`src/adc_display_pkg.sv`:
```
// shared types, segment codes and default timing for the ADC display
// imported by every block that carries samples or display digits

package adc_display_pkg;

	typedef logic [1:0] chan_t;

	typedef struct packed {
		chan_t       chan;
		logic [7:0]  value;
	} sample_t;

	typedef struct packed {
		logic        blank;
		logic [3:0]  bcd;
	} digit_t;

	// d3 is the channel digit, d2..d0 hundreds, tens, units
	typedef struct packed {
		digit_t d3;
		digit_t d2;
		digit_t d1;
		digit_t d0;
	} display_t;

	localparam logic [6:0] ADC_DEVICE_ID = 7'h54;

	// defaults for a 50 MHz board clock
	localparam logic [31:0] DEF_I2C_DIV    = 32'd125;
	localparam logic [31:0] DEF_SAMPLE_GAP = 32'd5_000_000;
	localparam logic [31:0] DEF_DEBOUNCE   = 32'd1_000_000;
	localparam logic [31:0] DEF_SCAN       = 32'd50_000;

	// active low, bit 7 is the decimal point and stays off
	function automatic logic [7:0] seg_code(digit_t d);
		logic [7:0] code;
		if (d.blank) begin
			code = 8'hff;
		end else begin
			case (d.bcd)
				4'd0:    code = 8'hc0;
				4'd1:    code = 8'hf9;
				4'd2:    code = 8'ha4;
				4'd3:    code = 8'hb0;
				4'd4:    code = 8'h99;
				4'd5:    code = 8'h92;
				4'd6:    code = 8'h82;
				4'd7:    code = 8'hf8;
				4'd8:    code = 8'h80;
				4'd9:    code = 8'h90;
				default: code = 8'hff;
			endcase
		end
		return code;
	endfunction

endpackage

```
`src/key_debounce.sv`:
```
// debounce for the active-low channel key
// press pulses once when the key has been stably low for DEBOUNCE cycles

module key_debounce #(
	parameter logic [31:0] DEBOUNCE = adc_display_pkg::DEF_DEBOUNCE
) (
	input  logic clk,
	input  logic rst,
	input  logic key,
	output logic press
);

	logic [1:0]  sync;
	logic        key_s;
	logic        state;
	logic [31:0] cnt;

	assign key_s = sync[1];

	always_ff @(posedge clk or negedge rst) begin
		if (!rst) begin
			sync  <= 2'b11;
			state <= 1'b1;
			cnt   <= '0;
			press <= 1'b0;
		end else begin
			sync  <= {sync[0], key};
			press <= 1'b0;
			if (key_s == state) begin
				cnt <= '0;
			end else if (cnt == DEBOUNCE - 1) begin
				// new level has held long enough
				cnt   <= '0;
				state <= key_s;
				press <= !key_s;
			end else begin
				cnt <= cnt + 1'b1;
			end
		end
	end

endmodule

```
`config.mk`:
```
export PLATFORM = sky130hd
export DESIGN_NAME = key_debounce
export DESIGN_NICKNAME = d
export VERILOG_FILES = /design/src/adc_display_pkg.sv /design/src/key_debounce.sv
export SDC_FILE = /design/constraint.sdc
export NUM_CORES = 1
export LEC_CHECK = 0
export BUFFER_PORTS_ARGS = -buffer_cell sky130_fd_sc_hd__buf_2
export CAP_MARGIN = 10
export CORE_MARGIN = 10
export CORE_UTILIZATION = 50
export CTS_BUF_LIST = sky130_fd_sc_hd__clkbuf_4
export DETAILED_ROUTE_END_ITERATION = 12
export PLACE_DENSITY = 0.66
export SETUP_SLACK_MARGIN = 0.02
export SYNTH_ARGS = -nofsm -noshare
export SYNTH_HDL_FRONTEND = slang
export SYNTH_SLANG_ARGS = --single-unit
```
`constraint.sdc`:
```
create_clock -name clk -period 5.75 [get_ports clk]
set_input_delay 0.2875 -clock clk [delete_from_list [all_inputs] [get_ports clk]]
set_output_delay 0.2875 -clock clk [all_outputs]
set_load 0.02 [all_outputs]
```
# == Word level (Yosys, flattened, before mapping) ==
# Cells that the tools add are included.
# totals
reg_bits,36
inputBits,3
output_inout_bits,1
# op_classes
addsub,1
n_eq_ne,2
muxes,4
bitwise,1
n_reduce_logical,2
# ops
operator,n
$mux 32,2
$add 32x1->32 const B,1
$eq 32x20->1 const B,1
$mux 1,2
$reduce_and 2->1,1
$eq 1x1->1,1
$logic_not 1->1,1
$not 1->1,1

# == Logic depth before layout (Yosys ltp) ==
# depth
ltp_word,3
depth_mapped,7
mapped_depth_nobuf,5

# == Least setup slack after synthesis ==
# Ideal clock, no wire load.
# synth_path
path_kind,register -> register
start,register cnt[7]
end,register cnt[27]
arrival_ns,1.820
t_required_ns,5.672
path_slack_ns,3.852
path_stages_with_launch,7
period_less_slack_ns,1.898
path_cell_list,dfrtp_1 buf_4 nand4_1 or4_4 buf_6 or4_1 a21oi_1
# synth_via
elab_chain_cells,3
elab_cells_between_ends,4
# synth_lines
element,line_no,rtl
from (decl),key_debounce.sv:16,logic [31:0] cnt;
from (signal assigned),key_debounce.sv:37,cnt <= cnt + 1'b1;
$add 32x1->32 / $eq 32x20->1 (equally long branches),"key_debounce.sv:37, key_debounce.sv:31",
$mux 32 *,key_debounce.sv:31,end else if (cnt == DEBOUNCE - 1) begin
$mux 32 *,key_debounce.sv:29,if (key_s == state) begin
# Mark *: on every way between the ends. The rest lies on a longest branch, timed or not.
# A chain may end at the register's enable or synchronous reset.

# == Worst setup path after layout ==
# layout_path
start,register cnt[0]
end,register cnt[26]
# Same word-level chain as after synthesis.

==> results.toml <==
[pwr]
fin_total_pwr_mw = 0.409
power.net_switching_mw = 0.0928
power.clock.fraction_pct = 33.3
power_density_nw_per_um2 = 205
p_int_mw = 0.316
ir_drop_worst_case_vdd_uv = 98.0
seq_power_share_pct = 63.2
combPwrFrac_pct = 3.5
netSwitchingFraction_pct = 22.7
p_leak_nw = 0.743

[final_layout]
final_core_util_pct = 54.4
syn_to_final_growth_pct = 5.64
final_common_cell = "sky130_fd_sc_hd__dfrtp_1"
layout.filler_cells = 318
insertedDiodeCount = 0
post_route_cells_drive_above_1_share_pct = 7.92
multi_input_comb_area_um2 = 938
total_number_of_nets_in_the_final_design = 205
register_cell_area_after_layout_um2 = 905
layout_common_cells = "33 x sky130_fd_sc_hd__dfrtp_1, 18 x sky130_fd_sc_hd__a21oi_1, 15 x sky130_fd_sc_hd__nor2_1"

[setup_path]
required_worst_endpoint_ns = 6.02
worst_r2r_path_depth = 5
setup.worst_path.class = "flop to flop"
cp_endpoint_kind = "flop"
timing.critical_path.arrival_ns = 2.72
worstSetupStartpointType = "flop"
critical_path_peak_fanout = 18

[cts]
clkSinkCount = 36
post_cts_resized = 0
tritoncts = "built"
clkSlewWorstSetupHoldPaths_ns = 0.11
number_of_clock_buffers_inserted_by_tritoncts = 5
cts_root_buffer = "sky130_fd_sc_hd__clkbuf_4"
cts.htree.levels = 2
cts.path.max_buffers = 2
clk-insertion-delay-late_ns = 0.34
postCtsSetupBuffers = 0
cts_hold_repair.buffers = 0

[route]
drc_errors = 0
wirelength_um = 4060
detail-route-antenna-nets = 0
met1Wirelength_um = 1820
drtIter0Drc = 154
detailedRoute.firstPassIterationCount = 4
routed_wl_met2_um = 1960
top_layer = "met4"
route.met3.wl_um = 220
detail_route.wl_per_cell_um = 16.3
via_per_inst = 6.37
routed-via-count = 1592

[flow_run]
drv.max_cap_violation_count = 0

[sta]
drv_slew = 0
fin_crit_sh_pct = 42.7
worst-slew-pin-transition_ns = 1.16
hold_violations = 0
unrepaired_setup_endpoints_after_global_routing = "no"
final.min_clock_period_ns = 2.45
timing.clock.skew_ns = 0.0107
timing.fmax_mhz = 408
setup_total_negative_slack_ns = 0
max-slew-margin-rel_pct = 22.7
finalSetupViolCount = 0

[die]
die_area_um2 = 6630
ioPinCount = 4
floorplan.die.height_um = 81.4
placementRows = 22
initial_utilization_pct = 51.5
die-width_um = 81.4
coreArea_um2 = 3660

[placed_design]
place_congestion = 0.839
numPortBuffers = 3
detailed_place_hpwl_um = 2750

[yosys]
post_synth_inst_count = 200
synth_area_leaders = "sky130_fd_sc_hd__dfrtp_1 44%, sky130_fd_sc_hd__a21oi_1 4.8%, sky130_fd_sc_hd__o31ai_1 4.4%"
synth-seq-cells = 36
post_synth_num_cell_types = 32
syn-mean-instance-area_um2 = 9.43
syn_area_um2 = 1890
post-synth-top-area-cell = "sky130_fd_sc_hd__dfrtp_1"
syn-num-nets = 204
netlist.area_leader.share_pct = 43.8
yosysSeqAreaShare_pct = 48.0
synthesis.yosys.warnings = 0

[global_route]
grt_start_max_net_pins = 37
grt_overflow = 0
grt_use_total_pct = 13.3
grt_pass1_wl_um = 6930
antenna_found_initial = 0
vias_in_the_first_global_route = 1518

[min_path]
min-delay-path-class = "input port to async pin"

[run_status]
outcome = "complete, no violations"
worst max-delay path: stages, from the launching register on:
cell	delay, ns
sky130_fd_sc_hd__dfrtp_1	0.40
sky130_fd_sc_hd__ha_1	0.27
sky130_fd_sc_hd__and3_1	0.23
sky130_fd_sc_hd__nand4_1	0.60
sky130_fd_sc_hd__or4_1	0.72
sky130_fd_sc_hd__a21oi_1	0.15
metrics by stage:
| stage | worst slack [ns] | hold WS [ns] | cell area [µm²] | cells |
|---|---|---|---|---|
| floorplan | 3.85 | -0.00809 | 1890 | 200 |
| global route | 3.08 | 0.0426 | 1990 | 250 |
| detailed placement | 3.34 | 0.351 | 1930 | 241 |
| finish | 3.30 | 0.0265 | 1990 | 250 |
| global placement | 3.41 | 0.346 | 1930 | 241 |
| CTS | 3.32 | 0.0245 | 1980 | 249 |
cell type report:
| class | instances | area share (%) |
|---|---|---|
| repair buffers | 4 | 1.26 |
| inverters | 2 | 0.377 |
| clock buffers | 7 | 2.64 |
| multi-input cells | 152 | 47.1 |
| flip-flops and latches | 36 | 45.4 |
| clock inverters | 1 | 0.188 |
| well taps | 48 | 3.02 |
cell families (layout without fill, tap and decap cells):
logic type,count (synthesis),after routing,synth area share [%]
compound gates,38,38,11.5
xor+xnor,12,12,5.57
fa+ha+maj,1,1,0.663
buf+inv,12,14,2.99
flops,36,36,48.0
mux,2,2,1.13
simple gates,99,99,30.1
final timing paths:
| check | start | to | slack [ns] |
|---|---|---|---|
| max reg2reg | cnt[0]$_DFF_PN0_ | cnt[26]$_DFF_PN0_ | 3.30 |
| min in group clk | sync[0]$_DFF_PN1_ | sync[1]$_DFF_PN1_ | 0.36 |
| max | cnt[0]$_DFF_PN0_ | cnt[26]$_DFF_PN0_ | 3.30 |
| min | rst | cnt[28]$_DFF_PN0_ | 0.03 |
| max in group asynchronous | rst | cnt[14]$_DFF_PN0_ | 5.22 |
| min reg2reg | sync[0]$_DFF_PN1_ | sync[1]$_DFF_PN1_ | 0.36 |
routing by layer:
layer  track usage [%]  vias to the layer above
li1                  -                      754
met4              6.40                        0
met5                 0                        -
met3              4.48                        6
met1              16.1                      790
met2              20.9                       42
Yosys cell counts:
cell type                  count
sky130_fd_sc_hd__nor2_1       15
sky130_fd_sc_hd__o21ai_0       9
sky130_fd_sc_hd__a21oi_1      18
sky130_fd_sc_hd__clkbuf_1      7
sky130_fd_sc_hd__or4_4         1
sky130_fd_sc_hd__or3_1        10
sky130_fd_sc_hd__mux2_1        1
sky130_fd_sc_hd__mux2i_1       1
sky130_fd_sc_hd__nor3b_1       1
sky130_fd_sc_hd__ha_1          1
sky130_fd_sc_hd__nand3_2       1
sky130_fd_sc_hd__and2_1        1
sky130_fd_sc_hd__nor2b_1       1
sky130_fd_sc_hd__and4b_1       1
sky130_fd_sc_hd__xnor2_1       6
sky130_fd_sc_hd__and4_1        3
sky130_fd_sc_hd__nand2_1      14
sky130_fd_sc_hd__and3_1        7
sky130_fd_sc_hd__buf_1         1
sky130_fd_sc_hd__buf_4         1
sky130_fd_sc_hd__nor3_1        3
sky130_fd_sc_hd__dfrtp_1      33
sky130_fd_sc_hd__or4_1        10
sky130_fd_sc_hd__inv_1         2
sky130_fd_sc_hd__dfstp_2       3
sky130_fd_sc_hd__nor4_1        7
sky130_fd_sc_hd__nand4_1      11
sky130_fd_sc_hd__nor4b_1       2
sky130_fd_sc_hd__o31ai_1      11
sky130_fd_sc_hd__buf_6         1
sky130_fd_sc_hd__nand3_1      11
sky130_fd_sc_hd__xor2_1        6
sequential cells by signal, indices dropped and copies added, names as in the netlist:
register,count
sync,2
press,1
cnt,32
state,1
power groups by stage:
stage | sequential, mW | clock (mW) | combinational, mW
3_3_place_gp | 0.263 | 0 | 0.0131
3_5_place_dp | 0.263 | 0 | 0.0140
6_report | 0.258 | 0.136 | 0.0141
5_1_grt | 0.259 | 0.154 | 0.0159
2_1_floorplan | 0.263 | 0 | 0.00607
4_1_cts | 0.258 | 0.141 | 0.0140
Power figures use the tool's default switching activity.
