===== config.mk =====
export PLATFORM = sky130hd
export DESIGN_NAME = adc_sampler
export DESIGN_NICKNAME = d
export VERILOG_FILES = /design/src/adc_display_pkg.sv /design/src/adc_sampler.sv
export SDC_FILE = /design/constraint.sdc
export NUM_CORES = 1
export LEC_CHECK = 0
export ABC_CLOCK_PERIOD_IN_PS = 3050
export BUFFER_PORTS_ARGS = -buffer_cell sky130_fd_sc_hd__buf_2
export CORE_AREA = 2 2 76 78
export DETAILED_ROUTE_END_ITERATION = 7
export DIE_AREA = 0 0 78 80
export HOLD_SLACK_MARGIN = 0.08
export PLACE_DENSITY = 0.7
export SETUP_SLACK_MARGIN = 0.5
export SKIP_CTS_REPAIR_TIMING = 1
export SLEW_MARGIN = 20
export SYNTH_ARGS = -nofsm -noshare
export SYNTH_HDL_FRONTEND = slang
export SYNTH_SLANG_ARGS = --single-unit

===== constraint.sdc =====
create_clock -name clk -period 3.05 [get_ports clk]
set_clock_uncertainty 0.15 [all_clocks]
set_input_delay 0.305 -clock clk [delete_from_list [all_inputs] [get_ports clk]]
set_output_delay 0.305 -clock clk [all_outputs]
set_load 0.005 [all_outputs]

===== src/adc_display_pkg.sv =====
// shared types, segment codes and default timing for the ADC display
// imported by every block that carries samples or display digits

package adc_display_pkg;

	typedef logic [1:0] chan_t;

	typedef struct packed {
		chan_t       chan;
		logic [7:0]  value;
	} sample_t;

	typedef struct packed {
		logic        blank;
		logic [3:0]  bcd;
	} digit_t;

	// d3 is the channel digit, d2..d0 hundreds, tens, units
	typedef struct packed {
		digit_t d3;
		digit_t d2;
		digit_t d1;
		digit_t d0;
	} display_t;

	localparam logic [6:0] ADC_DEVICE_ID = 7'h54;

	// defaults for a 50 MHz board clock
	localparam logic [31:0] DEF_I2C_DIV    = 32'd125;
	localparam logic [31:0] DEF_SAMPLE_GAP = 32'd5_000_000;
	localparam logic [31:0] DEF_DEBOUNCE   = 32'd1_000_000;
	localparam logic [31:0] DEF_SCAN       = 32'd50_000;

	// active low, bit 7 is the decimal point and stays off
	function automatic logic [7:0] seg_code(digit_t d);
		logic [7:0] code;
		if (d.blank) begin
			code = 8'hff;
		end else begin
			case (d.bcd)
				4'd0:    code = 8'hc0;
				4'd1:    code = 8'hf9;
				4'd2:    code = 8'ha4;
				4'd3:    code = 8'hb0;
				4'd4:    code = 8'h99;
				4'd5:    code = 8'h92;
				4'd6:    code = 8'h82;
				4'd7:    code = 8'hf8;
				4'd8:    code = 8'h80;
				4'd9:    code = 8'h90;
				default: code = 8'hff;
			endcase
		end
		return code;
	endfunction

endpackage


===== src/adc_sampler.sv =====
// channel register, gap timer and credit holder between the I2C master
// and the decimal converter; each read starts only while the credit is held

module adc_sampler #(
	parameter logic [31:0] SAMPLE_GAP = adc_display_pkg::DEF_SAMPLE_GAP
) (
	input  logic                     clk,
	input  logic                     rst,
	input  logic                     press,
	output logic                     rd_req,
	output logic [7:0]               ctrl_byte,
	input  logic [7:0]               rd_data,
	input  logic                     rd_vld,
	input  logic                     ack_err,
	input  logic                     busy,
	output adc_display_pkg::sample_t sample,
	output logic                     sample_vld,
	input  logic                     credit_ret,
	output logic [3:0]               led
);
	import adc_display_pkg::*;

	chan_t       chan;
	chan_t       req_chan;
	logic        credit;
	logic        in_flight;
	logic [31:0] gap_cnt;

	// req_chan is the channel of the read in progress, not the live one
	assign ctrl_byte = {6'b01_0000, req_chan};
	assign led       = 4'b0001 << chan;

	always_ff @(posedge clk or negedge rst) begin
		if (!rst) begin
			chan       <= '0;
			req_chan   <= '0;
			credit     <= 1'b1;
			in_flight  <= 1'b0;
			gap_cnt    <= '0;
			rd_req     <= 1'b0;
			sample_vld <= 1'b0;
			sample     <= '0;
		end else begin
			rd_req     <= 1'b0;
			sample_vld <= rd_vld;
			if (press)
				chan <= chan + 1'b1;
			if (rd_vld)
				sample <= '{chan: req_chan, value: rd_data};
			if (credit_ret)
				credit <= 1'b1;
			else if (sample_vld)
				credit <= 1'b0;
			// gap restarts when the read ends, good or not
			if (rd_vld || ack_err) begin
				in_flight <= 1'b0;
				gap_cnt   <= '0;
			end else if (!in_flight) begin
				if (gap_cnt < SAMPLE_GAP) begin
					gap_cnt <= gap_cnt + 1'b1;
				end else if (credit && !busy) begin
					rd_req    <= 1'b1;
					in_flight <= 1'b1;
					req_chan  <= chan;
				end
			end
		end
	end

endmodule


; After elaboration in Yosys (flattened, before gate mapping)
; Index checks and enable logic that the tools add are counted.
[totals]
ff_bits = 50
in_bits = 15
out_inout_bits = 24
word_cells = 35
[classes]
addsub = 2
magnitude_cmp = 1
eq_ne = 1
n_shift = 1
mux = 11
bitwise = 3
reduce_logical = 7
[ops]
columns = op, n
row1 = $mux 32, 3
row2 = $add 32x1->32 const B, 1
row3 = $lt 32x23->1 const B, 1
row4 = $mux 1, 8
row5 = $reduce_and 4->1, 1
row6 = $reduce_bool 2->1, 2
row7 = $shl 1x2->4 const A, 1
row8 = $not 1->1, 3
row9 = $add 2x1->2 const B, 1
row10 = $ne 2x1->1 const B, 1
row11 = $reduce_and 2->1, 1
row12 = $logic_and 1x1->1, 1
row13 = $logic_not 1->1, 1
row14 = $logic_or 1x1->1, 1

; Logic depth before layout (Yosys ltp)
[depth]
ltp_word = 6
mapped_depth = 7
ltp_nobuf = 6

; Worst setup path after synthesis
; Ideal clock, no wire load.
[synth_path]
path_kind = register to register
start = register gap_cnt[28]
end = register req_chan[0]
setup_time_ps = 125
arrival_ps = 1693
required_ps = 2775
path_slack_ps = 1083
stages_incl_launch_ff = 6
path_buffers = 0
synth_period_minus_slack_ps = 1967
cell_sequence = dfrtp_1 nor4_2 and4_1 nand2_2 o2111ai_1 mux2_2
[synth_via]
elab_chain_cells = 3
[synth_rtl]
columns = element, line_no
row1 = from (decl), adc_sampler.sv:27  ; logic [31:0] gap_cnt;
row2 = from (signal assigned), adc_sampler.sv:60  ; gap_cnt <= gap_cnt + 1'b1;
row3 = $lt 32x23->1, adc_sampler.sv:59  ; if (gap_cnt < SAMPLE_GAP) begin
row4 = $not 1->1 (no source line), n/a
row5 = $reduce_and 4->1 (no source line), n/a
row6 = to (signal assigned), adc_sampler.sv:64  ; req_chan <= chan;
row7 = to (decl), adc_sampler.sv:24  ; chan_t req_chan;
; No other way between the ends.
; A chain may end at the register's enable or synchronous reset.

; Worst setup path after layout
[layout_path]
start = register gap_cnt[28]
end = register gap_cnt[22]
[layout_via]
elab_chain_cells = 3
[layout_rtl]
columns = element, line_no
row1 = $lt 32x23->1, adc_sampler.sv:59
row2 = $reduce_bool 2->1 (no source line), n/a
row3 = $reduce_and 2->1 (no source line), n/a
; No other way between the ends.

==> impl_metrics.xml <==
<?xml version="1.0" encoding="UTF-8"?>
<metrics>
  <group name="cts">
    <metric name="cts.reportedPaths.clkPinSlew" unit="ns">0.09</metric>
    <metric name="tritoncts.num_buffers" unit="">5</metric>
    <metric name="root_buffer" unit="">sky130_fd_sc_hd__clkbuf_8</metric>
    <metric name="cts_tree" unit="">done</metric>
    <metric name="cts.sinks" unit="">50</metric>
    <metric name="clock_latency" unit="ns">0.30</metric>
    <metric name="ctsHtreeMaxLevel" unit="">2</metric>
    <metric name="clock_tree.buffer_depth" unit="">2</metric>
  </group>
  <group name="yosys">
    <metric name="syn-instance-count" unit="">254</metric>
    <metric name="yosys-top-cells-count" unit="">49 x sky130_fd_sc_hd__dfrtp_1, 26 x sky130_fd_sc_hd__nand2_1, 13 x sky130_fd_sc_hd__nor2_1</metric>
    <metric name="synthDominantCellAreaShare" unit="%">46.3</metric>
    <metric name="async_flop_share" unit="%">100</metric>
    <metric name="netlist.top_cell.by_area" unit="">sky130_fd_sc_hd__dfrtp_1</metric>
    <metric name="netlist-cell-type-count" unit="">54</metric>
    <metric name="synth_area" unit="mm²">0.00265</metric>
    <metric name="synth_warnings" unit="">0</metric>
    <metric name="synthesis.area_per_instance" unit="µm²">10.4</metric>
    <metric name="number_of_synthesized_register_bits" unit="">50</metric>
    <metric name="largest_cells_by_area_after_synthesis" unit="">sky130_fd_sc_hd__dfrtp_1 46%, sky130_fd_sc_hd__mux2_2 5.1%, sky130_fd_sc_hd__nand2_1 3.7%</metric>
    <metric name="synth_sequential_area_ratio" unit="%">47.3</metric>
    <metric name="synth_edf_count" unit="">0</metric>
    <metric name="postSynth.topFlopCell" unit="">sky130_fd_sc_hd__dfrtp_1</metric>
    <metric name="synth_most_common_cell" unit="">sky130_fd_sc_hd__dfrtp_1</metric>
  </group>
  <group name="routing">
    <metric name="postRouteWirelength" unit="mm">5.70</metric>
    <metric name="detail_route.wl_per_cell" unit="µm">15.7</metric>
    <metric name="route.detailed.vias_per_inst" unit="">5.82</metric>
    <metric name="drt-initial-drc-count" unit="">194</metric>
    <metric name="length_of_the_first_detailed_routing_pass_in_iterations" unit="">4</metric>
    <metric name="postRouteAntennaNets" unit="">0</metric>
    <metric name="drc" unit="">0</metric>
    <metric name="dr_total_vias" unit="">2107</metric>
  </group>
  <group name="timing">
    <metric name="fmaxAchievable" unit="MHz">439</metric>
    <metric name="timing.final.crit_share" unit="%">74.7</metric>
    <metric name="slew-limit-headroom" unit="%">58.8</metric>
    <metric name="min_period" unit="ns">2.28</metric>
    <metric name="tightest_slew" unit="ns">0.618</metric>
    <metric name="setup_viol" unit="">0</metric>
    <metric name="final-max-slew-violation-count" unit="">0</metric>
    <metric name="setup_total_negative_slack" unit="ns">0</metric>
    <metric name="hold-worst-slack" unit="ns">0.0795</metric>
    <metric name="finalHoldViolations" unit="">0</metric>
    <metric name="grt_setup_unrepaired" unit="">false</metric>
  </group>
  <group name="setup_path">
    <metric name="cp_data_arrival_time" unit="ns">2.34</metric>
    <metric name="setup.worst_path.start_class" unit="">flop</metric>
    <metric name="worst-endpoint-required" unit="ns">3.11</metric>
    <metric name="slowest_stage" unit="">sky130_fd_sc_hd__nor2_2</metric>
    <metric name="r2r.worst_path.cells" unit="">5</metric>
    <metric name="critical_path.top_delay_family" unit="">simple AND/OR/NAND/NOR gates</metric>
    <metric name="timing.setup.critical_path_class" unit="">flop to flop</metric>
    <metric name="timing.critical_path.fanout_max" unit="">14</metric>
    <metric name="critical_path.cell_chain" unit="">nor4_2 -&gt; nand4_2 -&gt; nor2_2 -&gt; nand4_1 -&gt; o31ai_1</metric>
    <metric name="slowest_delay" unit="ns">0.52</metric>
    <metric name="crit_buf_inv" unit="">0</metric>
    <metric name="worst-path-stages" unit="">5</metric>
    <metric name="endpoint_kind_of_the_worst_setup_timing_path" unit="">flop</metric>
    <metric name="rrSetupSlack" unit="ns">0.77</metric>
  </group>
  <group name="place">
    <metric name="count_of_input_and_output_buffers" unit="">32</metric>
    <metric name="place_inst" unit="">347</metric>
    <metric name="dpl.hpwl" unit="mm">3.84</metric>
    <metric name="gp_congestion" unit="">0.901</metric>
  </group>
  <group name="grt">
    <metric name="grt_pass1_vias" unit="">1968</metric>
    <metric name="pin_count_of_the_biggest_net_entering_global_routing" unit="">51</metric>
    <metric name="grt_first_pass_wirelength" unit="mm">9.75</metric>
    <metric name="globalRoute.totalOverflow" unit="">0</metric>
    <metric name="grt_antenna_before_repair" unit="">0</metric>
    <metric name="grt_use_total" unit="%">19.8</metric>
  </group>
  <group name="layout">
    <metric name="syn_to_final_growth" unit="%">12.8</metric>
    <metric name="fillerInstances" unit="">472</metric>
    <metric name="layout-drive-gt1-share" unit="%">26.6</metric>
    <metric name="layout.cells.non_filler" unit="">362</metric>
    <metric name="insertedDiodeCount" unit="">0</metric>
    <metric name="num-nets-final" unit="">309</metric>
    <metric name="postLayoutCoreUtil" unit="%">55.3</metric>
  </group>
  <group name="floorplan">
    <metric name="design.portCount" unit="">39</metric>
    <metric name="initial_core_util" unit="%">49.0</metric>
    <metric name="floorplan.die_area" unit="mm²">0.00624</metric>
    <metric name="die-width" unit="µm">78</metric>
    <metric name="dieHeight" unit="µm">80</metric>
    <metric name="coreArea" unit="mm²">0.00541</metric>
    <metric name="std_cell_rows" unit="">27</metric>
  </group>
  <group name="outcome">
    <metric name="outcome" unit="">finished clean</metric>
  </group>
  <group name="hold_path">
    <metric name="hp-class" unit="">input port to flop</metric>
    <metric name="min_delay_path_depth" unit="">2</metric>
  </group>
  <group name="job">
    <metric name="number_of_max_capacitance_violations_reported" unit="">0</metric>
  </group>
  <group name="pwr">
    <metric name="p_per_area" unit="mW/mm²">418</metric>
    <metric name="power.leakage" unit="nW">1.43</metric>
    <metric name="design_power_total" unit="W">0.00125</metric>
    <metric name="irDropWorstVdd" unit="mV">0.330</metric>
  </group>
</metrics>
cell type report:
cell class / instances / area, µm² / share of cell area [%]
Clock inverter: 2 / 13.8 / 0.461
Sequential cell: 50 / 1250 / 41.9
Multi-Input combinational cell: 183 / 1280 / 42.9
Timing Repair Buffer: 41 / 248 / 8.29
Inverter: 8 / 30.0 / 1.01
Tap cell: 72 / 90.1 / 3.02
Clock buffer: 6 / 72.6 / 2.43
cells in the final DEF, fill, tap and decap left out, types with 5 or more instances in the layout:
master	instances
sky130_fd_sc_hd__dlygate4sd3_1	7
sky130_fd_sc_hd__dfrtp_1	49
sky130_fd_sc_hd__nand4_1	8
sky130_fd_sc_hd__and3_1	10
sky130_fd_sc_hd__nor4_1	8
sky130_fd_sc_hd__inv_1	8
sky130_fd_sc_hd__clkbuf_8	5
sky130_fd_sc_hd__nand2_1	26
sky130_fd_sc_hd__mux2i_1	8
sky130_fd_sc_hd__mux2_2	12
sky130_fd_sc_hd__nand3_1	10
sky130_fd_sc_hd__ha_1	5
sky130_fd_sc_hd__buf_2	31
sky130_fd_sc_hd__conb_1	6
sky130_fd_sc_hd__or3_1	10
sky130_fd_sc_hd__nor2_1	13
logic make-up after synthesis:
family | count (synthesis) | synth area share, %
AND/OR/NAND/NOR | 115 | 26.8
flip-flops | 50 | 47.3
AO/OA/AOI/OAI | 36 | 9.87
buffers and inverters | 25 | 4.96
multiplexers | 20 | 8.12
adder cells (fa/ha/maj) | 5 | 2.36
other | 2 | 0.284
XOR/XNOR | 1 | 0.331
routing by layer:
metal / share of wire (%) / GRT usage (%) / vias up
li1: - / - / 998
met1: 47 / 27.7 / 1004
met2: 44 / 30.7 / 93
met3: 6.6 / 3.73 / 12
met4: 1.5 / 7.54 / 0
met5: 0 / 0 / -
metrics by stage:
stage          cell area [µm²]  setup slack [ns]
6_report                  2990             0.773
5_1_grt                   2990             0.607
4_1_cts                   2910             0.796
3_5_place_dp              2830             0.794
3_3_place_gp              2830             0.900
2_1_floorplan             2660              1.08
path summary, 6_finish.rpt:
kind                              from          end
min in group asynchronous          rst  gap_cnt[30]
min reg2reg                  sample[2]    sample[2]
min                         rd_data[2]    sample[2]
max                        gap_cnt[28]  gap_cnt[22]
max in group asynchronous          rst   gap_cnt[4]
max reg2reg                gap_cnt[28]  gap_cnt[22]
registers in the layout, summed over array words and instances, names as in the netlist:
name	flops
gap_cnt	32
sample	10
chan	2
req_chan	2
credit	1
in_flight	1
rd_req	1
sample_vld	1
power breakdown:
group          total [W]  switching, W  internal (W)
clock network   0.000379      0.000217      0.000162
logic           0.000153     0.0000806     0.0000720
registers       0.000717     0.0000276      0.000690
(Power assumes the default switching activity.)
