**src/adc_display_pkg.sv**
```systemverilog
// shared types, segment codes and default timing for the ADC display
// imported by every block that carries samples or display digits

package adc_display_pkg;

	typedef logic [1:0] chan_t;

	typedef struct packed {
		chan_t       chan;
		logic [7:0]  value;
	} sample_t;

	typedef struct packed {
		logic        blank;
		logic [3:0]  bcd;
	} digit_t;

	// d3 is the channel digit, d2..d0 hundreds, tens, units
	typedef struct packed {
		digit_t d3;
		digit_t d2;
		digit_t d1;
		digit_t d0;
	} display_t;

	localparam logic [6:0] ADC_DEVICE_ID = 7'h54;

	// defaults for a 50 MHz board clock
	localparam logic [31:0] DEF_I2C_DIV    = 32'd125;
	localparam logic [31:0] DEF_SAMPLE_GAP = 32'd5_000_000;
	localparam logic [31:0] DEF_DEBOUNCE   = 32'd1_000_000;
	localparam logic [31:0] DEF_SCAN       = 32'd50_000;

	// active low, bit 7 is the decimal point and stays off
	function automatic logic [7:0] seg_code(digit_t d);
		logic [7:0] code;
		if (d.blank) begin
			code = 8'hff;
		end else begin
			case (d.bcd)
				4'd0:    code = 8'hc0;
				4'd1:    code = 8'hf9;
				4'd2:    code = 8'ha4;
				4'd3:    code = 8'hb0;
				4'd4:    code = 8'h99;
				4'd5:    code = 8'h92;
				4'd6:    code = 8'h82;
				4'd7:    code = 8'hf8;
				4'd8:    code = 8'h80;
				4'd9:    code = 8'h90;
				default: code = 8'hff;
			endcase
		end
		return code;
	endfunction

endpackage

```
**src/i2c_read_master.sv**
```systemverilog
// I2C master for the ADC: one combined transaction per rd_req
// START, addr+W, control byte, repeated START, addr+R, data byte with NACK, STOP
// every bit is split into four quarter ticks of I2C_DIV clocks

module i2c_read_master #(
	parameter logic [31:0] I2C_DIV = adc_display_pkg::DEF_I2C_DIV
) (
	input  logic        clk,
	input  logic        rst,
	input  logic        rd_req,
	input  logic [7:0]  ctrl_byte,
	output logic [7:0]  rd_data,
	output logic        rd_vld,
	output logic        ack_err,
	output logic        busy,
	output logic        scl,
	output logic        sda_oe,
	input  logic        sda_in
);
	import adc_display_pkg::*;

	typedef enum logic [1:0] {S_IDLE, S_START, S_BYTE, S_STOP} state_t;

	state_t      state;
	logic [31:0] div_cnt;
	logic        qtick;
	logic [1:0]  phase;
	logic [3:0]  bit_cnt;
	logic [1:0]  byte_idx;
	logic [7:0]  shreg;
	logic [7:0]  ctrl_q;
	logic        nack;
	logic        reading;

	assign busy    = (state != S_IDLE);
	assign qtick   = busy && (div_cnt == I2C_DIV - 1);
	// byte 3 is the data byte coming back from the converter
	assign reading = (byte_idx == 2'd3);
	assign rd_data = shreg;

	always_ff @(posedge clk or negedge rst) begin
		if (!rst)
			div_cnt <= '0;
		else if (!busy || qtick)
			div_cnt <= '0;
		else
			div_cnt <= div_cnt + 1'b1;
	end

	always_ff @(posedge clk or negedge rst) begin
		if (!rst) begin
			state    <= S_IDLE;
			phase    <= '0;
			bit_cnt  <= '0;
			byte_idx <= '0;
			shreg    <= '0;
			ctrl_q   <= '0;
			nack     <= 1'b0;
			scl      <= 1'b1;
			sda_oe   <= 1'b0;
			rd_vld   <= 1'b0;
			ack_err  <= 1'b0;
		end else begin
			rd_vld  <= 1'b0;
			ack_err <= 1'b0;
			case (state)
				S_IDLE: begin
					phase <= '0;
					if (rd_req) begin
						state    <= S_START;
						byte_idx <= '0;
						nack     <= 1'b0;
						ctrl_q   <= ctrl_byte;
						shreg    <= {ADC_DEVICE_ID, 1'b0};
					end
				end
				// also used for the repeated start, where scl enters low
				S_START: if (qtick) begin
					phase <= phase + 1'b1;
					case (phase)
						2'd0: sda_oe <= 1'b0;
						2'd1: scl <= 1'b1;
						2'd2: sda_oe <= 1'b1;
						default: begin
							scl     <= 1'b0;
							bit_cnt <= '0;
							state   <= S_BYTE;
						end
					endcase
				end
				S_BYTE: if (qtick) begin
					phase <= phase + 1'b1;
					case (phase)
						2'd0: sda_oe <= (bit_cnt != 4'd8 && !reading) ? ~shreg[7] : 1'b0;
						2'd1: scl <= 1'b1;
						2'd2: begin
							if (bit_cnt == 4'd8) begin
								if (!reading)
									nack <= sda_in;
							end else if (reading) begin
								shreg <= {shreg[6:0], sda_in};
							end
						end
						default: begin
							scl <= 1'b0;
							if (bit_cnt != 4'd8) begin
								bit_cnt <= bit_cnt + 1'b1;
								if (!reading)
									shreg <= {shreg[6:0], 1'b0};
							end else begin
								bit_cnt <= '0;
								if (nack || reading) begin
									state <= S_STOP;
								end else begin
									byte_idx <= byte_idx + 1'b1;
									if (byte_idx == 2'd0) begin
										shreg <= ctrl_q;
									end else if (byte_idx == 2'd1) begin
										shreg <= {ADC_DEVICE_ID, 1'b1};
										state <= S_START;
									end
								end
							end
						end
					endcase
				end
				S_STOP: if (qtick) begin
					phase <= phase + 1'b1;
					case (phase)
						2'd0: sda_oe <= 1'b1;
						2'd1: scl <= 1'b1;
						2'd2: sda_oe <= 1'b0;
						default: begin
							state   <= S_IDLE;
							rd_vld  <= !nack;
							ack_err <= nack;
						end
					endcase
				end
				default: state <= S_IDLE;
			endcase
		end
	end

endmodule

```
**config.mk**
```make
export PLATFORM = sky130hd
export DESIGN_NAME = i2c_read_master
export DESIGN_NICKNAME = d
export VERILOG_FILES = /design/src/adc_display_pkg.sv /design/src/i2c_read_master.sv
export SDC_FILE = /design/constraint.sdc
export NUM_CORES = 1
export LEC_CHECK = 0
export BUFFER_PORTS_ARGS = -buffer_cell sky130_fd_sc_hd__buf_2
export CORE_MARGIN = 10
export CORE_UTILIZATION = 50
export CTS_BUF_LIST = sky130_fd_sc_hd__clkbuf_8
export CTS_CLUSTER_SIZE = 8
export DETAILED_ROUTE_END_ITERATION = 12
export PLACE_DENSITY = 0.71
export SLEW_MARGIN = 10
export SYNTH_ARGS = -nofsm -noshare
export SYNTH_HDL_FRONTEND = slang
export SYNTH_SLANG_ARGS = --single-unit
export TNS_END_PERCENT = 10
```
**constraint.sdc**
```tcl
create_clock -name clk -period 3.3 [get_ports clk]
set_clock_uncertainty 0.05 [all_clocks]
set_input_delay 0.165 -clock clk [delete_from_list [all_inputs] [get_ports clk]]
set_output_delay 0.165 -clock clk [all_outputs]
set_load 0.1 [all_outputs]
```
-- Yosys cells after proc, flatten, opt, wreduce, memory -nomap -nowiden
Cells that the tools add are included.
- reduce and logical (&&, ||, !) cells: 28
- eq/ne operators: 37
- mux-type cells: 63
- $add $sub $neg: 4
- bitwise operators: 1
- operators by type and width (cell ; count):
    $mux W8 ; 9
    $mux W2 ; 17
    $add A32 B1 Y32 const B ; 1
    $eq A32 B7 Y1 const B ; 1
    $mux W32 ; 1
    $ne A2 B2 Y1 const B ; 16
    $pmux W8 S2 ; 2
    $mux W4 ; 5
    $mux W1 ; 19
    $ne A3 B3 Y1 const B ; 6
    $ne A4 B4 Y1 const B ; 3
    $reduce_and A6 Y1 ; 2
    $pmux W1 S2 ; 5
    $reduce_and A10 Y1 ; 1
    $reduce_and A5 Y1 ; 2
    $reduce_and A9 Y1 ; 1
    $eq A2 B2 Y1 const B ; 4
    $pmux W2 S2 ; 2
    $pmux W2 S4 ; 1
    $pmux W4 S2 ; 1
    $reduce_bool A2 Y1 ; 4
    $reduce_and A7 Y1 ; 1
    $eq A2 B1 Y1 const B ; 3
    $logic_not A2 Y1 ; 3
    14 further kinds ; 23
- bits of input ports: 12
- flip-flop bits (word level): 63
- output and inout port bits: 13
- logic and storage cells: 145

-- Logic depth before layout (Yosys ltp)
- depth after elaboration: 8
- depth in mapped cells: 8

-- Worst setup path before layout
No wires, ideal clock.
- kind: reg2reg
- from: register state[0]
- to: register state[0]
- path slack: 649 ps
- path buffers: 0
- clock period less this slack: 2651 ps
- stages on the path, launching flop included: 8
- setup time: 126 ps
- arrival: 2475 ps
- cell sequence: dfrtp_1 inv_1 ha_1 inv_1 nand2_1 or4_4 and2_4 o32a_1
- word-level cells in the longest chain between the ends: 4
- elaborated cells between the ends (all ways): 18
- those cells by class: eq/ne (13); mux (1); reduce/logical (4)
- ends and longest elaborated chain (element ; line ; text):
    start, declared ; i2c_read_master.sv:24 ; state_t state;
    start signal, assigned ; i2c_read_master.sv:52 ; state <= S_IDLE;
    start signal, assigned ; i2c_read_master.sv:70 ; state <= S_START;
    start signal, assigned ; i2c_read_master.sv:87 ; state <= S_BYTE;
    $reduce_bool A2 Y1 * ; i2c_read_master.sv:35 ; assign busy = (state != S_IDLE);
    net busy ; i2c_read_master.sv:15 ; output logic busy,
    $logic_and A1 B1 Y1 * ; i2c_read_master.sv:36 ; assign qtick = busy && (div_cnt == I2C_DIV - 1);
    $ne A2 B2 Y1 (no line) ; -- ;
    $reduce_and A10 Y1 (no line) * ; -- ;
The timed path passes the listed nets; every way through them passes the cells marked *.
A chain may end at the register's enable or synchronous reset.

-- Worst setup path after layout
- from: register phase[0]
- to: register shreg[0], in the netlist rd_data[0]
- word-level cells in the longest chain between the ends: 5
- elaborated cells between the ends (all ways): 14
- those cells by class: eq/ne (8); mux (3); reduce/logical (3)
- ends and longest elaborated chain (element ; line ; text):
    start, declared ; i2c_read_master.sv:27 ; logic [1:0] phase;
    start signal, assigned ; i2c_read_master.sv:79 ; phase <= phase + 1'b1;
    start signal, assigned ; i2c_read_master.sv:92 ; phase <= phase + 1'b1;
    start signal, assigned ; i2c_read_master.sv:128 ; phase <= phase + 1'b1;
    $eq A2 B1 Y1 / $logic_not A2 Y1 (equally long branches) ; i2c_read_master.sv:93 ; case (phase)
    $reduce_or A2 Y1 (no line) ; -- ;
    $pmux W8 S2 ; i2c_read_master.sv:93 ;
    $mux W8 ; i2c_read_master.sv:91 ; S_BYTE: if (qtick) begin
    $pmux W8 S2 ; i2c_read_master.sv:66 ; case (state)
    end signal, assigned ; i2c_read_master.sv:74 ; shreg <= {ADC_DEVICE_ID, 1'b0};
    end signal, assigned ; i2c_read_master.sv:101 ; shreg <= {shreg[6:0], sda_in};
    end signal, assigned ; i2c_read_master.sv:109 ; shreg <= {shreg[6:0], 1'b0};
    end, declared ; i2c_read_master.sv:30 ; logic [7:0] shreg;
Several ways; a longest one is shown, not always the timed one. The select of a mux whose other input is x is not followed.

==> results.json <==
{
  "status": "finished, final reports clean",
  "cts_buffer_depth": 2,
  "hold_slack_ns": 0.00639,
  "layout_setup_ws_ns": 0.686,
  "antennaDiodeCount": 0,
  "die_w_um": 106,
  "switching_share_pct": 37.6,
  "critPathCapture": "rd_data[0]$_DFFE_PN0P_",
  "vias": 2963,
  "timing.rr.end": "rd_data[0]$_DFFE_PN0P_",
  "post_synth_num_cell_types": 59,
  "drtIter0Drc": 100,
  "final_cell_mix": "dfrtp_1 (62), nor2_1 (58), nand2_1 (26)",
  "drive_gt1_share_pct": 15.9,
  "rr_startpoint": "phase[0]$_DFFE_PN0P_",
  "cp_top_family": "compound AO/OA/AOI/OAI gates",
  "ys_warn_count": 0,
  "arrival_ns": 2.80,
  "cp_slowest_cell": "or4_1",
  "post_cts_buffers": 0,
  "final_common_cell": "dfrtp_1",
  "grt_pass1_vias": 2933,
  "hold_class": "in2reg",
  "fillCellCount": 671,
  "io_buffers": 24,
  "grt_max_degree": 35,
  "slew-limit-headroom_pct": 55.7,
  "placementRows": 31,
  "p_sw_uw": 950,
  "timing.final.crit_share_pct": 79.2,
  "core-area_um2": 7210,
  "path_class": "reg2reg",
  "cts_tree": "built",
  "power.internal_uw": 1580,
  "pwr_density_cell_nw_per_um2": 605,
  "path_cells": "inv_1, ha_1, or4_1, o21bai_1, a31oi_2, o21bai_4, a221o_1",
  "clkSinkCount": 63,
  "slew_violations": 0,
  "tightest_slew_ns": 0.664,
  "synth_nets": 424,
  "postSynthAreaPerCell_um2": 9.36,
  "rsz0062_at_grt": "false",
  "grt_remaining_overflow": 0,
  "final_cell_area_um2": 4180,
  "clkTransAtPathRegs_ns": 0.07,
  "cts-root-buf": "clkbuf_8",
  "wl_per_cell_um": 15.0,
  "drcViolationCount": 0,
  "utilization_pct": 58.0,
  "start_util_pct": 51.4,
  "synthArstFlopShare_pct": 100,
  "worstSetupEndpointType": "flip-flop",
  "path_depth": 7,
  "gp_congestion": 0.848,
  "drtPass1Iterations": 4,
  "grt_pass1_wl_mm": 13.7,
  "fin_tns_setup_ns": 0,
  "hold_start": "ctrl_byte[2]",
  "p_leak_uw": 0.00184,
  "antenna_found_initial": 0,
  "area_growth_pct": 12.8,
  "postRouteAntennaNets": 0,
  "start_kind": "flip-flop",
  "cts_inserted_buffers": 9,
  "slowest_delay_ns": 0.57,
  "wl_mm": 7.92,
  "clock.fmax_ghz": 0.383,
  "crit_buf_inv": 1,
  "cp-startpoint": "phase[0]$_DFFE_PN0P_",
  "hold_viol_final": 0,
  "setup_viol_count_final": 0,
  "synth-edff-count": 0,
  "pwr-share-comb_pct": 34.5,
  "irDropWorstVdd_mv": 0.443,
  "ys_seq_elements": 63,
  "r2r.worst_path.cells": 7,
  "viasPerCell": 5.63,
  "dp_slack_ns": 0.696,
  "synth_cells": 396,
  "place_area_um2": 3910,
  "fp.dieH_um": 106,
  "htreeDepth": 3,
  "globalRouteTotalUtil_pct": 14.6,
  "critical_path_peak_fanout": 13,
  "syn_area_um2": 3710,
  "seq_power_share_pct": 37.1,
  "maxCapViolCount": 0,
  "io_pins": 25,
  "fin_crit_ns": 2.61,
  "die_area_um2": 11300,
  "rrSetupSlack_ns": 0.69,
  "final_nets": 450,
  "synthFlopType": "dfrtp_1",
  "cp.required_ns": 3.48,
  "dp_hpwl_mm": 5.58,
  "clk_latency_ns": 0.35,
  "yosysSeqAreaShare_pct": 42.6,
  "pwr-share-clk_pct": 28.4
}
## flip-flops by register name, summed over array words and instances (netlist names)
| signal | flops |
|---|---|
| sda_oe | 1 |
| byte_idx | 2 |
| ack_err | 1 |
| rd_data | 8 |
| phase | 2 |
| scl | 1 |
| state | 2 |
| bit_cnt | 4 |
| rd_vld | 1 |
| nack | 1 |
| div_cnt | 32 |
| ctrl_q | 8 |
## cells in the mapped netlist, types with 5 or more instances
master / number / area share, %
clkbuf_1: 12 / 1.2
ha_1: 16 / 5.4
xnor2_1: 17 / 4.0
nand2_1: 26 / 2.6
nor2_1: 58 / 5.9
nand3_1: 17 / 2.3
mux2_2: 8 / 2.4
inv_1: 24 / 2.4
nand4_1: 11 / 1.9
a21oi_1: 11 / 1.5
and4_1: 7 / 1.7
and3_1: 6 / 1.0
nor4_1: 13 / 2.2
nor3_1: 13 / 1.8
dfrtp_1: 62 / 42
xor2_1: 13 / 3.1
o21ai_0: 15 / 2.0
a221o_1: 5 / 1.4
## cell type report
class	instances	area, µm²	area share [%]
Timing Repair Buffer	35	218	5.21
Tap cell	99	124	2.96
Inverter	24	90.1	2.15
Clock buffer	12	165	3.95
Clock inverter	4	43.8	1.05
Multi-Input combinational cell	289	1960	46.9
Sequential cell	63	1580	37.7
## how the worst min path moves through the flow
stage	endpoint	slack (ns)	depth (start not counted)
final	ctrl_q[2]$_DFFE_PN0P_	0.006	2
after global routing	ctrl_q[1]$_DFFE_PN0P_	0.005	2
after CTS	ctrl_q[1]$_DFFE_PN0P_	0.002	2
after detailed placement	rd_vld$_DFF_PN0_	0.20	1
after global placement	bit_cnt[1]$_DFFE_PN0P_	0.19	1
after floorplan	ack_err$_DFF_PN0_	-0.18	0
## metrics by stage
stage          std cells  total power (µW)
6_report             526              2530
5_1_grt              526              2700
4_1_cts              526              2550
3_5_place_dp         504              1820
3_3_place_gp         504              1800
2_1_floorplan        396              1610
## cell families (layout without fill, tap and decap cells)
kind of cell,Yosys count,after routing,share of synthesized area (%)
AOI/OAI and AO/OA,58,58,11.3
xor gates and xnor gates,30,30,7.09
adders and majority gates,16,16,5.40
buffers and inverters,44,75,4.86
DFF,63,63,42.6
muxes,10,10,2.97
and+or+nand+nor,175,175,25.8
## power groups by stage
stage	clock network (µW)	logic, µW	registers, µW
2_1_floorplan	0	642	971
3_3_place_gp	0	853	947
3_5_place_dp	0	867	954
4_1_cts	730	881	938
5_1_grt	763	982	957
6_report	719	872	938
## per-layer routing
metal  vias up  share of wire (%)  GRT usage (%)
met5         -                  0              0
met4         0                1.8           6.19
met1      1431                 45           17.4
li1       1459                  -              -
met3        12                3.9           3.44
met2        61                 50           24.7
## repair_timing
item,CTS,global route
gates resized for setup,0,0
endpoints found under the hold margin,33,0
hold buffers,6,0
setup endpoints to repair,0,0
(Power assumes the default switching activity.)
