## src/adc_display_pkg.sv

```systemverilog
// shared types, segment codes and default timing for the ADC display
// imported by every block that carries samples or display digits

package adc_display_pkg;

	typedef logic [1:0] chan_t;

	typedef struct packed {
		chan_t       chan;
		logic [7:0]  value;
	} sample_t;

	typedef struct packed {
		logic        blank;
		logic [3:0]  bcd;
	} digit_t;

	// d3 is the channel digit, d2..d0 hundreds, tens, units
	typedef struct packed {
		digit_t d3;
		digit_t d2;
		digit_t d1;
		digit_t d0;
	} display_t;

	localparam logic [6:0] ADC_DEVICE_ID = 7'h54;

	// defaults for a 50 MHz board clock
	localparam logic [31:0] DEF_I2C_DIV    = 32'd125;
	localparam logic [31:0] DEF_SAMPLE_GAP = 32'd5_000_000;
	localparam logic [31:0] DEF_DEBOUNCE   = 32'd1_000_000;
	localparam logic [31:0] DEF_SCAN       = 32'd50_000;

	// active low, bit 7 is the decimal point and stays off
	function automatic logic [7:0] seg_code(digit_t d);
		logic [7:0] code;
		if (d.blank) begin
			code = 8'hff;
		end else begin
			case (d.bcd)
				4'd0:    code = 8'hc0;
				4'd1:    code = 8'hf9;
				4'd2:    code = 8'ha4;
				4'd3:    code = 8'hb0;
				4'd4:    code = 8'h99;
				4'd5:    code = 8'h92;
				4'd6:    code = 8'h82;
				4'd7:    code = 8'hf8;
				4'd8:    code = 8'h80;
				4'd9:    code = 8'h90;
				default: code = 8'hff;
			endcase
		end
		return code;
	endfunction

endpackage

```

## src/seg_scan.sv

```systemverilog
// four-digit multiplexer with active-low digit select and segments
// the digit is latched at the start of its slot, so a new disp shows next slot

module seg_scan #(
	parameter logic [31:0] SCAN = adc_display_pkg::DEF_SCAN
) (
	input  logic                      clk,
	input  logic                      rst,
	input  adc_display_pkg::display_t disp,
	output logic [7:0]                seg,
	output logic [3:0]                dig
);
	import adc_display_pkg::*;

	logic [31:0] slot_cnt;
	logic [1:0]  idx;
	logic        slot_end;

	function automatic digit_t pick(display_t d, logic [1:0] i);
		digit_t r;
		case (i)
			2'd0:    r = d.d0;
			2'd1:    r = d.d1;
			2'd2:    r = d.d2;
			default: r = d.d3;
		endcase
		return r;
	endfunction

	assign slot_end = (slot_cnt == SCAN - 1);

	always_ff @(posedge clk or negedge rst) begin
		if (!rst)
			slot_cnt <= '0;
		else if (slot_end)
			slot_cnt <= '0;
		else
			slot_cnt <= slot_cnt + 1'b1;
	end

	// all digits stay off until the first slot begins
	always_ff @(posedge clk or negedge rst) begin
		if (!rst) begin
			idx <= '0;
			dig <= 4'b1111;
			seg <= 8'hff;
		end else if (slot_end) begin
			idx <= idx + 1'b1;
			dig <= ~(4'b0001 << idx);
			seg <= seg_code(pick(disp, idx));
		end
	end

endmodule

```

## config.mk

```make
export PLATFORM = sky130hd
export DESIGN_NAME = seg_scan
export DESIGN_NICKNAME = d
export VERILOG_FILES = /design/src/adc_display_pkg.sv /design/src/seg_scan.sv
export SDC_FILE = /design/constraint.sdc
export NUM_CORES = 1
export LEC_CHECK = 0
export BUFFER_PORTS_ARGS = -buffer_cell sky130_fd_sc_hd__buf_2
export CAP_MARGIN = 20
export CORE_MARGIN = 10
export CORE_UTILIZATION = 40
export CTS_CLUSTER_DIAMETER = 120
export DETAILED_ROUTE_END_ITERATION = 7
export SYNTH_ARGS = -nofsm -noshare
export SYNTH_HDL_FRONTEND = slang
export SYNTH_SLANG_ARGS = --single-unit
```

## constraint.sdc

```tcl
create_clock -name clk -period 2.6 [get_ports clk]
set_input_delay 0.39 -clock clk [delete_from_list [all_inputs] [get_ports clk]]
set_output_delay 0.39 -clock clk [all_outputs]
set_load 0.1 [all_outputs]
```

# Word-level counts from Yosys, hierarchy flattened
# Memories as Yosys holds them, arrays and structs flattened.
# Index checks and enable logic that the tools add are counted.
# word_totals
ff_bits	46
romBits	112
in_bits	22
elab_cells	17
mem_count	1
# classes
addsub	2
eq_ne	3
shift	1
mux	4
bitwise	1
reduce_logical	1
# memory_table
memory	depth	width	read_ports	rd_clocked_by_memory_dff	wr	line	rtl
(no name shown)	16	7	1	0	0	adc_display_pkg.sv:40	case (d.bcd)
# ops
operator	n
$add A32 B1 Y32 const B	1
$eq A32 B16 Y1 const B	1
$mux W32	1
$pmux W5 S3	1
$mux W8	1
$mux W5	1
$not A4 Y4	1
$shl A1 B2 Y4 const A	1
$add A2 B1 Y2 const B	1
$eq A2 B1 Y1 const B	1
$eq A2 B2 Y1 const B	1
$logic_not A2 Y1	1

# Longest topological paths before layout
# Gate-level depths: netlist of the first run.
# An unclocked memory read counts as a cell.
# depth
word_depth	5
mapped_depth	10
ltp_nobuf	10

# Worst setup path before layout of the first run
# OpenSTA, ideal clock, no wires.
# synth_timing
kind	register to register
startpoint	reg idx[0]
endpoint	reg seg[3]
arrival_ns	2.001
slack_ns	0.516
stages_incl_launch_ff	9
path_buffers	0
period_less_slack_ns	2.084
path_cell_list	dfrtp_1 > inv_1 > ha_1 > a222oi_1 > nand2_1 > o21ai_1 > ha_1 > and2_1 > o32a_1
# synth_via
elab_chain_cells	5
elab_cells_between_ends	7
cone_classes	2 x eq/ne; 3 x mux; 1 x reduce/logical; 1 x memory
# synth_lines
element	line	rtl
from (decl)	seg_scan.sv:16	logic [1:0] idx;
from (signal assigned)	seg_scan.sv:48	idx <= idx + 1'b1;
$eq A2 B2 Y1, or another cell as far along	seg_scan.sv:21	case (i)
$pmux W5 S3 (*)	seg_scan.sv:21	
$mux W5 (*)	seg_scan.sv:47	end else if (slot_end) begin
$mem_v2 Z16 W7	-	
$mux W8 (*)	adc_display_pkg.sv:37	if (d.blank) begin
to (signal assigned)	seg_scan.sv:50	seg <= seg_code(pick(disp, idx));
to (decl)	seg_scan.sv:10	output logic [7:0] seg,
# Mark *: on every way between the ends. The rest lies on a longest branch, timed or not. The select of a mux whose other input is x is not followed.
# A chain may end at the register's enable or synchronous reset.

# Worst setup path after layout of the first run
# layout_timing
startpoint	reg idx[0]
endpoint	reg seg[5]
# Same word-level chain as after synthesis.

==> results_dict.tcl, run 1 <==
set metrics [dict create \
    end_kind "flop" \
    power_switching_mw 0.300 \
    yosys.area.top_type_share_pct 36.9 \
    relSlewSlack_pct 38.4 \
    final_nets 282 \
    holdCritPathClass "in -> async" \
    max_clock_freq_mhz 429 \
    synthCells 212 \
    dieArea_sq_um 9200 \
    grt_max_degree 42 \
    ys_types 39 \
    power.internal_mw 0.918 \
    arrival_ns 2.57 \
    htreeDepth 2 \
    synthArstFlopShare_pct 100 \
    critPathSlowestCell "dfrtp_1" \
    drc_errors 0 \
    worst_pin_slew_ns 0.924 \
    dp.cells 316 \
    cts_sinks 45 \
    grt_antenna_before_repair 0 \
    die_height_microns 95.9 \
    die_width_microns 95.9 \
    p_leak_nw 1.23 \
    ir_drop_mv 0.200 \
    cts_buffer_depth 2 \
    finalNonFillerCells 324 \
    start_util_pct 41.6 \
    yosysWarnings 0 \
    setup_tns_ns 0 \
    postRouteAntennaNets 0 \
    rsz0062_at_grt "no" \
    n_fill_cell 550 \
    syn-num-nets 243 \
    r2r.worst_path.cells 10 \
    final_max_slew_viol_count 0 \
    synth_area_sq_um 2300 \
    fin_skew_ns 0.0101 \
    grt_pass1_wl_mm 8.08 \
    power_density_nw_per_um2 459 \
    crit_type "reg -> reg" \
    drive_gt1_share_pct 24.2 \
    drt-pass1-iter-count 4 \
    yosys.cell_count.top_type "dfrtp_1" \
    drt_wl_total_mm 4.68 \
    setup_viol 0 \
    cts_resized 0 \
    rows 27 \
    synthTopCellsByCount "dfrtp_1 (34), xnor2_1 (20), nand2_1 (15)" \
    status "complete, no violations" \
    cts.clk_slew.worst_paths_ns 0.10 \
    finalHoldViolCount 0 \
    combPwrFrac_pct 5.1 \
    seq_area_frac_synth_pct 49.5 \
    clockRootBuffer "clkbuf_8" \
    post_drt_wl_per_cell_microns 14.4 \
    cp_slowest_stage_delay_ns 0.40 \
    numCtsBuffers 5 \
    clkPwrFrac_pct 37.5 \
    vias_per_cell 5.02 \
    track_usage_pct 11.1 \
    worstPathMaxFanout 6 \
    min_period_over_period_pct 89.6 \
    cp-start-kind "flop" \
    gr-total-overflow 0 \
    timing.critical_path.required_ns 2.84 \
    period_minus_slack_ns 2.33 \
    via_count 1628 \
    gp_congestion 0.776 \
    drt_iter0_drc 86 \
    power_switching_share_pct 24.6 \
    yosys_most_used_dff "dfrtp_1" \
    dp_hpwl_mm 3.42 \
    grt_pass1_vias 1714 \
    clk_latency_ns 0.31 \
    crit_chain "inv_1, ha_1, a222oi_1, nand2_1, o21ai_1, inv_1, ha_1, o21ai_0, a21oi_1, o22a_1" \
    post-cts-setup-buffer-count 0 \
    fin_util_pct 47.9 \
    drv_cap 0 \
    area_delta_synth_final_pct 15.3 \
    synthTopCellsByArea "dfrtp_1 (37%), dfstp_2 (13%), xnor2_1 (7.6%)" \
    port_buffers 32 \
    core_area_sq_um 5540 \
    cts_tree "yes" \
    synth_edf_count 0 \
    io_pins 34 \
    p_seq_share_pct 57.5 \
    syn_avg_cell_area_sq_um 10.9 \
    ys_ff_latch 45 \
    antenna_cells 0 \
    synth_top_area_cell "dfrtp_1" \
    cts_hold_buf 0 \
]
==> worst paths after layout <==
check                        from           to  slack, ns
min reg2reg                dig[3]       dig[3]       0.47
max reg2reg                idx[0]       seg[5]       0.27
max                        idx[0]       seg[5]       0.27
max in group asynchronous     rst       seg[6]       1.68
min in group clk           dig[3]       dig[3]       0.47
min                           rst  slot_cnt[9]       0.22
==> power groups by stage <==
| stage | Clock (mW) | Combinational, mW | Sequential [mW] |
|---|---|---|---|
| after floorplan | 0 | 0.0280 | 0.714 |
| after global placement | 0 | 0.0625 | 0.713 |
| after detailed placement | 0 | 0.0630 | 0.713 |
| after CTS | 0.474 | 0.0632 | 0.700 |
| after global routing | 0.511 | 0.0706 | 0.700 |
| final | 0.457 | 0.0616 | 0.700 |
==> stage by stage <==
| step | instance area (sq um) | setup WS, ns | hold WS [ns] | total power [mW] |
|---|---|---|---|---|
| 2_1_floorplan | 2300 | 0.516 | 0.0944 | 0.741 |
| 3_3_place_gp | 2560 | 0.367 | 0.455 | 0.776 |
| 3_5_place_dp | 2560 | 0.305 | 0.454 | 0.776 |
| 4_1_cts | 2660 | 0.290 | 0.246 | 1.24 |
| 5_1_grt | 2660 | 0.0346 | 0.282 | 1.28 |
| 6_report | 2660 | 0.270 | 0.217 | 1.22 |
==> cells in the final DEF, fill, tap and decap left out, types with 6 or more instances in the layout <==
master / n
dfrtp_1: 34
inv_1: 11
xnor2_1: 20
and3_1: 6
nor2_1: 13
xor2_1: 10
nand2_1: 15
ha_1: 9
nand3_1: 14
buf_2: 32
dfstp_2: 11
nand4_1: 7
nor4_1: 6
==> cell type report <==
class                           instances  area [sq um]  share of cell area, %
Clock buffer                            5          68.8                   2.59
Clock inverter                          3          25.0                  0.942
Inverter                               12          45.0                   1.70
Multi-Input combinational cell        151          1100                   41.3
Sequential cell                        45          1140                   42.9
Tap cell                               72          90.1                   3.39
Timing Repair Buffer                   36           190                   7.16
==> flip-flops by register name, indices dropped and copies added, names as in the netlist <==
| name | flops |
|---|---|
| dig | 4 |
| idx | 2 |
| slot_cnt | 32 |
| seg | 7 |
==> cell families (layout without fill, tap and decap cells) <==
kind of cell | after synthesis | count (layout) | share of synthesized area (%)
and+or+nand+nor | 78 | 78 | 19.2
DFF | 45 | 45 | 49.5
xor gates and xnor gates | 30 | 30 | 11.4
AOI/OAI and AO/OA | 27 | 27 | 9.28
buffers and inverters | 16 | 56 | 2.93
adders and majority gates | 9 | 9 | 4.89
muxes | 6 | 6 | 2.66
other | 1 | 1 | 0.163
==> critical path, delay by kind of cell (launching register included) <==
family | cells | cell delay [ns]
flops | 1 | 0.40
buf+inv | 2 | 0.20
fa+ha+maj | 2 | 0.49
simple gates | 1 | 0.08
compound gates | 5 | 1.10
==> metal layers <==
layer | GRT usage [%] | wire, microns | up-vias
li1 | - | - | 823
met1 | 13.5 | 2190 | 780
met2 | 18.3 | 2300 | 19
met3 | 2.72 | 120 | 6
met4 | 4.30 | 73 | 0
met5 | 0 | 0 | -
Note: power is estimated with default switching activity, not from simulation.
==> run 2, diff against run 1 <==
--- a/config.mk
+++ b/config.mk
@@ -7,10 +7,13 @@
 export LEC_CHECK = 0
 export BUFFER_PORTS_ARGS = -buffer_cell sky130_fd_sc_hd__buf_2
 export CAP_MARGIN = 20
+export CELL_PAD_IN_SITES_DETAIL_PLACEMENT = 1
+export CELL_PAD_IN_SITES_GLOBAL_PLACEMENT = 2
 export CORE_MARGIN = 10
-export CORE_UTILIZATION = 40
+export CORE_UTILIZATION = 37
 export CTS_CLUSTER_DIAMETER = 120
 export DETAILED_ROUTE_END_ITERATION = 7
+export PLACE_DENSITY_LB_ADDON = 0.1
 export SYNTH_ARGS = -nofsm -noshare
 export SYNTH_HDL_FRONTEND = slang
 export SYNTH_SLANG_ARGS = --single-unit
==> results_dict.tcl, run 2 (synthesis gave the netlist of run 1 again) <==
set metrics [dict create \
    multi_input_area_sq_um 1100 \
    holdCritPathClass "in -> async" \
    final_max_slew_viol_count 0 \
    clockRootBuffer "clkbuf_8" \
    place_area_sq_um 2570 \
    die_width_microns 98.9 \
    gp_congestion 0.786 \
    setup_viol 0 \
    worstSetupEndpoint "seg[3]" \
    cts_buffer_depth 2 \
    grt_pass1_wl_mm 9.34 \
    clkPwrFrac_pct 42.0 \
    cts_tree "yes" \
    drt_wl_total_mm 5.51 \
    antenna_cells 0 \
    timing.critical_path.required_ns 2.83 \
    rows 28 \
    via_count 1725 \
    rsz0062_at_grt "no" \
    largest_reg_flops 32 \
    reg_top3 "slot_cnt (32), seg (7), dig (4)" \
    layout_commonest_cell "dfrtp_1" \
    cts_sinks 45 \
    io_pins 34 \
    worstReg2RegEnd "seg[3]" \
    grt_max_degree 40 \
    vias_per_cell 5.26 \
    arrival_ns 2.54 \
    numCtsBuffers 5 \
    setup_tns_ns 0 \
    cts_hold_buf 0 \
    gr-total-overflow 0 \
    r2r.worst_path.cells 6 \
    grt_pass1_vias 1812 \
    postRouteAntennaNets 0 \
    critPathLaunch "idx[0]" \
    drv_cap 0 \
    power.internal_mw 1.01 \
    cts.clk_slew.worst_paths_ns 0.09 \
    finalHoldViolCount 0 \
    fin_skew_ns 0.0121 \
    cp-start-kind "flop" \
    place_ws_ns 0.232 \
    power_switching_share_pct 23.3 \
    r2r_slack_ns 0.30 \
    r2r_start "idx[0]" \
    min_period_over_period_pct 88.6 \
    drt-pass1-iter-count 4 \
    die_height_microns 98.9 \
    p_leak_nw 1.24 \
    regMostFlops "slot_cnt" \
    fin_util_pct 44.9 \
    ir_drop_mv 0.384 \
    dieArea_sq_um 9790 \
    final_cell_mix "dfrtp_1 (34), buf_2 (32), xnor2_1 (20)" \
    n_fill_cell 696 \
    drc_errors 0 \
    start_util_pct 38.5 \
    worstPathMaxFanout 8 \
    period_minus_slack_ns 2.30 \
    layout_setup_ws_ns 0.296 \
    stdcell_area_sq_um 2690 \
    final_nets 283 \
    relSlewSlack_pct 39.6 \
    area_delta_synth_final_pct 16.8 \
    status "complete, no violations" \
    post_drt_wl_per_cell_microns 16.8 \
    worst_pin_slew_ns 0.906 \
    crit_type "reg -> reg" \
    grt_antenna_before_repair 0 \
    drt_iter0_drc 59 \
    dp_hpwl_mm 4.11 \
    power_density_nw_per_um2 490 \
    p_seq_share_pct 53.0 \
    end_kind "flop" \
    combPwrFrac_pct 5.0 \
    htreeDepth 2 \
    power_switching_mw 0.308 \
    clk_latency_ns 0.31 \
    max_clock_freq_mhz 434 \
    track_usage_pct 11.6 \
    port_buffers 32 \
    seqCellArea_sq_um 1140 \
    drive_gt1_share_pct 24.9 \
    core_area_sq_um 5990 \
    p_total_mw 1.32 \
]
run 2: cell types whose count changed in the layout (fill, tap and decap cells not counted), sizes merged:
| cell | previous run | this run |
|---|---|---|
| inv | 13 | 11 |
| bufinv | 0 | 1 |
| buf | 36 | 37 |
| clkinv | 1 | 2 |
run 2: per-stage QoR:
| step | hold slack [ns] | cells |
|---|---|---|
| floorplan | 0.0944 | 212 |
| global placement | 0.454 | 320 |
| detailed placement | 0.458 | 320 |
| CTS | 0.229 | 328 |
| global route | 0.275 | 328 |
| finish | 0.211 | 328 |
run 2: power groups by stage:
stage / registers [mW] / logic, mW / clock network (mW)
6_report: 0.700 / 0.0659 / 0.554
3_3_place_gp: 0.713 / 0.0664 / 0
2_1_floorplan: 0.714 / 0.0280 / 0
4_1_cts: 0.700 / 0.0669 / 0.571
5_1_grt: 0.700 / 0.0742 / 0.599
3_5_place_dp: 0.713 / 0.0667 / 0
run 2: how the worst min path moves through the flow:
stage / end / slack (ns) / startpoint
after CTS: slot_cnt[19] / 0.23 / rst
final: idx[0] / 0.21 / rst
after floorplan: idx[0] / 0.09 / rst
after global routing: slot_cnt[0] / 0.28 / rst
after global placement: dig[0] / 0.45 / dig[0]
after detailed placement: dig[2] / 0.46 / dig[2]
run 2: worst max-delay path: stages (launching register included):
cell and delay, ns:
dfrtp_1 0.41, ha_1 0.23, clkinv_1 0.23, o2bb2ai_1 0.49, nor2b_1 0.36, o211ai_4 0.15, o32a_1 0.38
run 2: area by class of cell:
cell class                 instances  area share [%]
sequential                        45            42.3
multi-input combinational        151            40.9
timing repair buffer              37            7.34
tap                               75            3.49
clock buffer                       5            2.56
clock inverter                     3            1.72
inverter                          12            1.67
run 2: repair_timing:
action                     in CTS  in global routing
setup buffers                   0                  0
resized for setup               0                  1
setup endpoints to repair       0                  1
run 2: metal layers:
layer  part of all wire (%)  global-route usage [%]  vias up
li1                       -                       -      827
met1                     50                    15.3      873
met2                     46                    17.7       17
met3                    2.6                    2.93        8
met4                    1.8                    4.41        0
met5                      0                       0        -
